$ cat src/mips_macros.svh
// MIPS core sizing macros
`ifndef MIPS_MACROS_SVH
`define MIPS_MACROS_SVH

// Data and instruction word width
`define WORD_BITS 32

// Depth of instruction and data memories, in words
`define MEM_WORDS 128

// Word index width for a MEM_WORDS deep memory
`define MEM_ADDR_BITS 7

// Register file index width
`define REG_ADDR_BITS 5

`endif

$ cat src/mips_pkg.sv
// MIPS core shared types
`default_nettype none

package mips_pkg;

    // Primary opcode field in bits 31:26
    typedef enum logic [5:0] {
        op_special = 6'd0,   // R-type with function in bits 5:0
        op_addi    = 6'd8,
        op_lw      = 6'd35,
        op_sw      = 6'd43
    } opcode_t;

    // Function field of R-type words
    typedef enum logic [5:0] {
        f_add = 6'd32,
        f_sub = 6'd34,
        f_and = 6'd36,
        f_or  = 6'd37,
        f_slt = 6'd42
    } funct_t;

    // Operations carried into the execute stage
    typedef enum logic [2:0] {
        alu_add,
        alu_sub,
        alu_and,
        alu_or,
        alu_slt   // Signed compare
    } alu_op_t;

endpackage

`default_nettype wire

$ cat src/alu_execute.sv
// Execute stage with ALU
`timescale 1ns/1ps
`include "mips_macros.svh"
`default_nettype none

module alu_execute import mips_pkg::*; (
    input  wire                        clock,
    input  wire                        reset,
    input  wire alu_op_t               ex_op,
    input  wire  [`WORD_BITS-1:0]      ex_a,
    input  wire  [`WORD_BITS-1:0]      ex_b,
    input  wire  [15:0]                ex_imm,
    input  wire                        ex_use_imm,
    input  wire  [`REG_ADDR_BITS-1:0]  ex_dest,
    input  wire                        ex_write,
    input  wire                        ex_load,
    input  wire                        ex_store,
    output logic [`WORD_BITS-1:0]      mem_value,
    output logic [`WORD_BITS-1:0]      mem_store_data,
    output logic [`REG_ADDR_BITS-1:0]  mem_dest,
    output logic                       mem_write,
    output logic                       mem_load,
    output logic                       mem_store
);

    logic [`WORD_BITS-1:0] imm_ext;
    logic [`WORD_BITS-1:0] operand_b;
    logic [`WORD_BITS-1:0] alu_out;

    assign imm_ext   = {{(`WORD_BITS-16){ex_imm[15]}}, ex_imm};  // Sign extend
    assign operand_b = ex_use_imm ? imm_ext : ex_b;

    // Loads and stores arrive as alu_add for the byte address
    always_comb begin
        case (ex_op)
            alu_add: alu_out = ex_a + operand_b;
            alu_sub: alu_out = ex_a - operand_b;
            alu_and: alu_out = ex_a & operand_b;
            alu_or:  alu_out = ex_a | operand_b;
            alu_slt: alu_out = `WORD_BITS'($signed(ex_a) < $signed(operand_b));
            default: alu_out = '0;
        endcase
    end

    always_ff @(posedge clock or negedge reset) begin
        if (!reset) begin
            mem_write <= 1'b0;
            mem_load  <= 1'b0;
            mem_store <= 1'b0;
        end else begin
            mem_write <= ex_write;
            mem_load  <= ex_load;
            mem_store <= ex_store;
        end
    end

    always_ff @(posedge clock) begin
        mem_value      <= alu_out;
        mem_store_data <= ex_b;
        mem_dest       <= ex_dest;
    end

    // Decode never marks one word as both
    assert property (@(posedge clock) disable iff (!reset) !(ex_load && ex_store))
        else $error("load and store flagged together in execute");

endmodule

`default_nettype wire

$ cat config.mk
export PLATFORM = sky130hd
export DESIGN_NAME = alu_execute
export DESIGN_NICKNAME = d
export VERILOG_FILES = /design/src/mips_pkg.sv /design/src/alu_execute.sv
export VERILOG_INCLUDE_DIRS = /design/src /design/src/src
export SDC_FILE = /design/constraint.sdc
export NUM_CORES = 1
export LEC_CHECK = 0
export BUFFER_PORTS_ARGS = -buffer_cell sky130_fd_sc_hd__buf_2
export CAP_MARGIN = 20
export CORE_AREA = 2 2 121 123
export DETAILED_ROUTE_END_ITERATION = 7
export DIE_AREA = 0 0 123 125
export PLACE_DENSITY = 0.75
export RECOVER_POWER = 25
export SLEW_MARGIN = 40
export SYNTH_ARGS = -nofsm -noshare
export SYNTH_HDL_FRONTEND = slang
export SYNTH_SLANG_ARGS = --single-unit
$ cat constraint.sdc
create_clock -name clock -period 1.2 [get_ports clock]
set_clock_uncertainty 0.05 [all_clocks]
set_input_delay 0.3 -clock clock [delete_from_list [all_inputs] [get_ports clock]]
set_output_delay 0.3 -clock clock [all_outputs]
set_load 0.01 [all_outputs]
==> flow_summary_export.csv <==
group,metric,value,unit
layout,antennaDiodeCount,0,
cts,cts_tree,"done",
setup_path,start_kind,"primary input",
cts,cts_root_buf,"clkbuf_16",
power,combPwrFrac,50.8,%
timing,layout_min_cycle_time,2980,ps
setup_path,worst-path-max-fanout,8,
routing,dr_total_vias,8830,
layout,multi_input_area,5850,um2
routing,drtIter0Drc,910,
yosys,yosys.area.top_type,"dfxtp_1",
placement,hpwl,19500,um
timing,max_slew_margin,66.0,%
routing,drc,0,
global_route,grt_pass1_wl,42300,um
layout,final_cell_mix,"322 x buf_4, 140 x buf_2, 89 x inv_1",
global_route,grt_antenna_before_repair,0,
timing,layout_setup_ws,-1780,ps
setup_path,worst_ep_arrival_time,3190,ps
timing,tightest_slew,506,ps
floorplan,rows,44,
timing,final-setup-viol-count,36,
placement,placed_area,10200,um2
timing,slew_viol_final,0,
placement,port_buffers,165,
power,p_seq_share,22.2,%
yosys,synth_seq_area_share,21.9,%
timing,rsz0062_at_grt,"true",
floorplan,coreArea,14200,um2
floorplan,die_w,123,um
layout,final_layout_size_suffix_gt1_share,51.4,%
timing,period_share,249,%
global_route,grt_util_all_layers,34.9,%
cts,cts_buffer_depth,2,
global_route,overflow,0,
yosys,yosysTopAreaCellShare,20.8,%
setup_path,path_cells,"buf_12 -> buf_12 -> clkinvlp_4 -> buf_12 -> buf_8 -> a21oi_4 -> ha_4 -> a21oi_4 -> buf_4 -> o21ai_2 -> or3_4 -> o2111ai_4 -> a21oi_1 -> or3_1 -> a32o_1",
global_route,grt_pass1_vias,8504,
worst_hold_path,hp-start,"ex_b[30]",
yosys,synthTopCellsByArea,"dfxtp_1 21%, ha_1 20%, a21oi_1 8.3%, inv_1 5.5%, xnor2_1 3.6%",
power,power_per_cell_area,1020,nW/um2
layout,num-fill-cells,794,
setup_path,path_common_cell,"buf_12",
cts,numCtsBuffers,9,
worst_hold_path,hold_class,"primary input to register",
power,switchingPower,4480,uW
yosys,yosys.area_share.simple,13.7,%
yosys,muxShareOfSynthArea,2.86,%
setup_path,cp_num_buf_inv,6,
outcome,status,"finished, violations left",
worst_hold_path,hold_depth,1,
yosys,synthAdderAreaFrac,20.5,%
routing,ant_nets,0,
yosys,synth-edff-count,0,
power,swShare,37.1,%
timing,worst_hold_slack,-2.41,ps
timing,fin_setup_tns,-46940,ps
routing,wl_per_cell,19.5,um
yosys,yosys_warnings,0,
layout,final_common_cell,"buf_4",
layout,area_delta_synth_final,78.2,%
cts,cts_max_level,3,
setup_path,worst_setup_path_end_kind,"register",
cts,clk_pin_slew_worst_paths,70,ps
power,intPower,7600,uW
layout,fin_nets,1529,
timing,finalHoldViolations,2,
global_route,grt_max_degree,18,
routing,wl,29600,um
worst_hold_path,hold_path_end,"mem_store_data[30]",
setup_path,worstPathRequired,1410,ps
cts,cts_sinks,72,
yosys,synth_top_family_by_area,"compound AO/OA/AOI/OAI gates",
setup_path,crit_path_start,"ex_use_imm",
yosys,syn_area,6660,um2
yosys,synth-xor-area-share,4.21,%
floorplan,start_util,46.9,%
outcome,violations,"hold timing, setup timing",
setup_path,crit_family,"compound AO/OA/AOI/OAI gates",
setup_path,crit_type,"primary input to register",
yosys,avgSynthCellArea,7.89,um2
power,leakage,0.00565,uW
routing,viasPerCell,5.82,
yosys,synth_compound_area_share,28.5,%
placement,gp_congestion,0.979,
yosys,syn_inst,844,
job,maxCapViolCount,0,
setup_path,cpPeakStageDelay,400,ps
timing,max_freq,335,MHz
routing,dr.pass1.iters,5,
yosys,yosys_register_bits,72,
power,clkPwrFrac,27.0,%
layout,final_area,11900,um2
power,worst_ir_drop_vdd,721,uV
yosys,yosysUniqueCellTypes,77,
yosys,syn_nets,1046,
setup_path,cp_slowest_cell,"or3_4",
floorplan,die_h,125,um
yosys,async_flop_share,4.17,%
floorplan,io_pins,166,
floorplan,die_area,15400,um2
layout,regArea,1460,um2
yosys,synth_flop_cell,"dfxtp_1",
worst max-delay path by stage:
stage                    endpoint  cells after the start
finish              mem_value[27]                     15
global route        mem_value[27]                     15
CTS                 mem_value[30]                     14
detailed placement  mem_value[22]                     14
global placement    mem_value[22]                     14
floorplan           mem_value[30]                     14
layer usage:
metal,global-route usage [%],share of wire [%],up-vias
met5,0,0,-
met4,15.2,5.7,0
met2,58.2,47,586
met1,43.4,39,4121
met3,6.61,8.5,177
li1,-,-,3946
state kept, by name (all words and copies together), names as in the netlist:
signal	flops
mem_write	1
mem_load	1
mem_store	1
mem_value	32
mem_dest	5
mem_store_data	32
cell usage after synthesis (4+ instances only):
cell	instances
nand3_1	15
nand2_1	54
o21ai_0	37
o211ai_1	11
xnor2_1	27
inv_1	98
nor2_1	62
mux2i_1	19
xor2_1	5
or3_1	4
nand2b_1	8
o221ai_1	20
a21o_1	9
o21bai_1	14
dfxtp_1	69
nor3_1	12
a31oi_1	4
nor4_1	9
clkbuf_1	30
nand4_1	5
a21oi_1	110
o31ai_1	10
a211oi_1	6
nor2b_1	9
buf_2	6
ha_1	106
power groups by stage:
stage | combinational [uW] | sequential [uW] | clock, uW
after floorplan | 2510 | 2830 | 0
after global placement | 4870 | 2720 | 0
after detailed placement | 4940 | 2720 | 0
after CTS | 5400 | 2670 | 3260
after global routing | 6480 | 2700 | 3420
final | 6130 | 2680 | 3270
kinds of logic after synthesis:
group,Yosys count
DFF,72
muxes,19
xor gates and xnor gates,32
adders and majority gates,108
AOI/OAI and AO/OA,276
buffers and inverters,143
and+or+nand+nor,194
per-stage QoR:
stage | power [uW] | worst slack [ps] | util, % | hold WS, ps | cells
final | 12100 | -1780 | 83.5 | -2.41 | 1516
after global placement | 7590 | -2100 | 71.7 | 44.8 | 1447
after global routing | 12600 | -1910 | 83.5 | -5.96 | 1516
after CTS | 11300 | -1670 | 79.1 | 1.68 | 1495
after floorplan | 5340 | -2080 | - | -45.6 | 844
after detailed placement | 7660 | -2250 | 71.7 | 48.9 | 1447
timing repair:
item	CTS	global route
pin swaps	55	70
gates resized for setup	87	92
setup endpoints to repair	35	38
cloned	1	0
hold buffers	7	2
hold endpoints to repair	9	2
setup buffers	24	24
cell type report:
type                    count  area share, %
clock buffers               9           1.90
multi-input cells         629           49.3
inverters                 102           3.31
clock inverters             7           1.00
repair buffers            513           30.2
well taps                 184           1.94
flip-flops and latches     72           12.3
No activity file was read; power rests on OpenSTA's default activity.
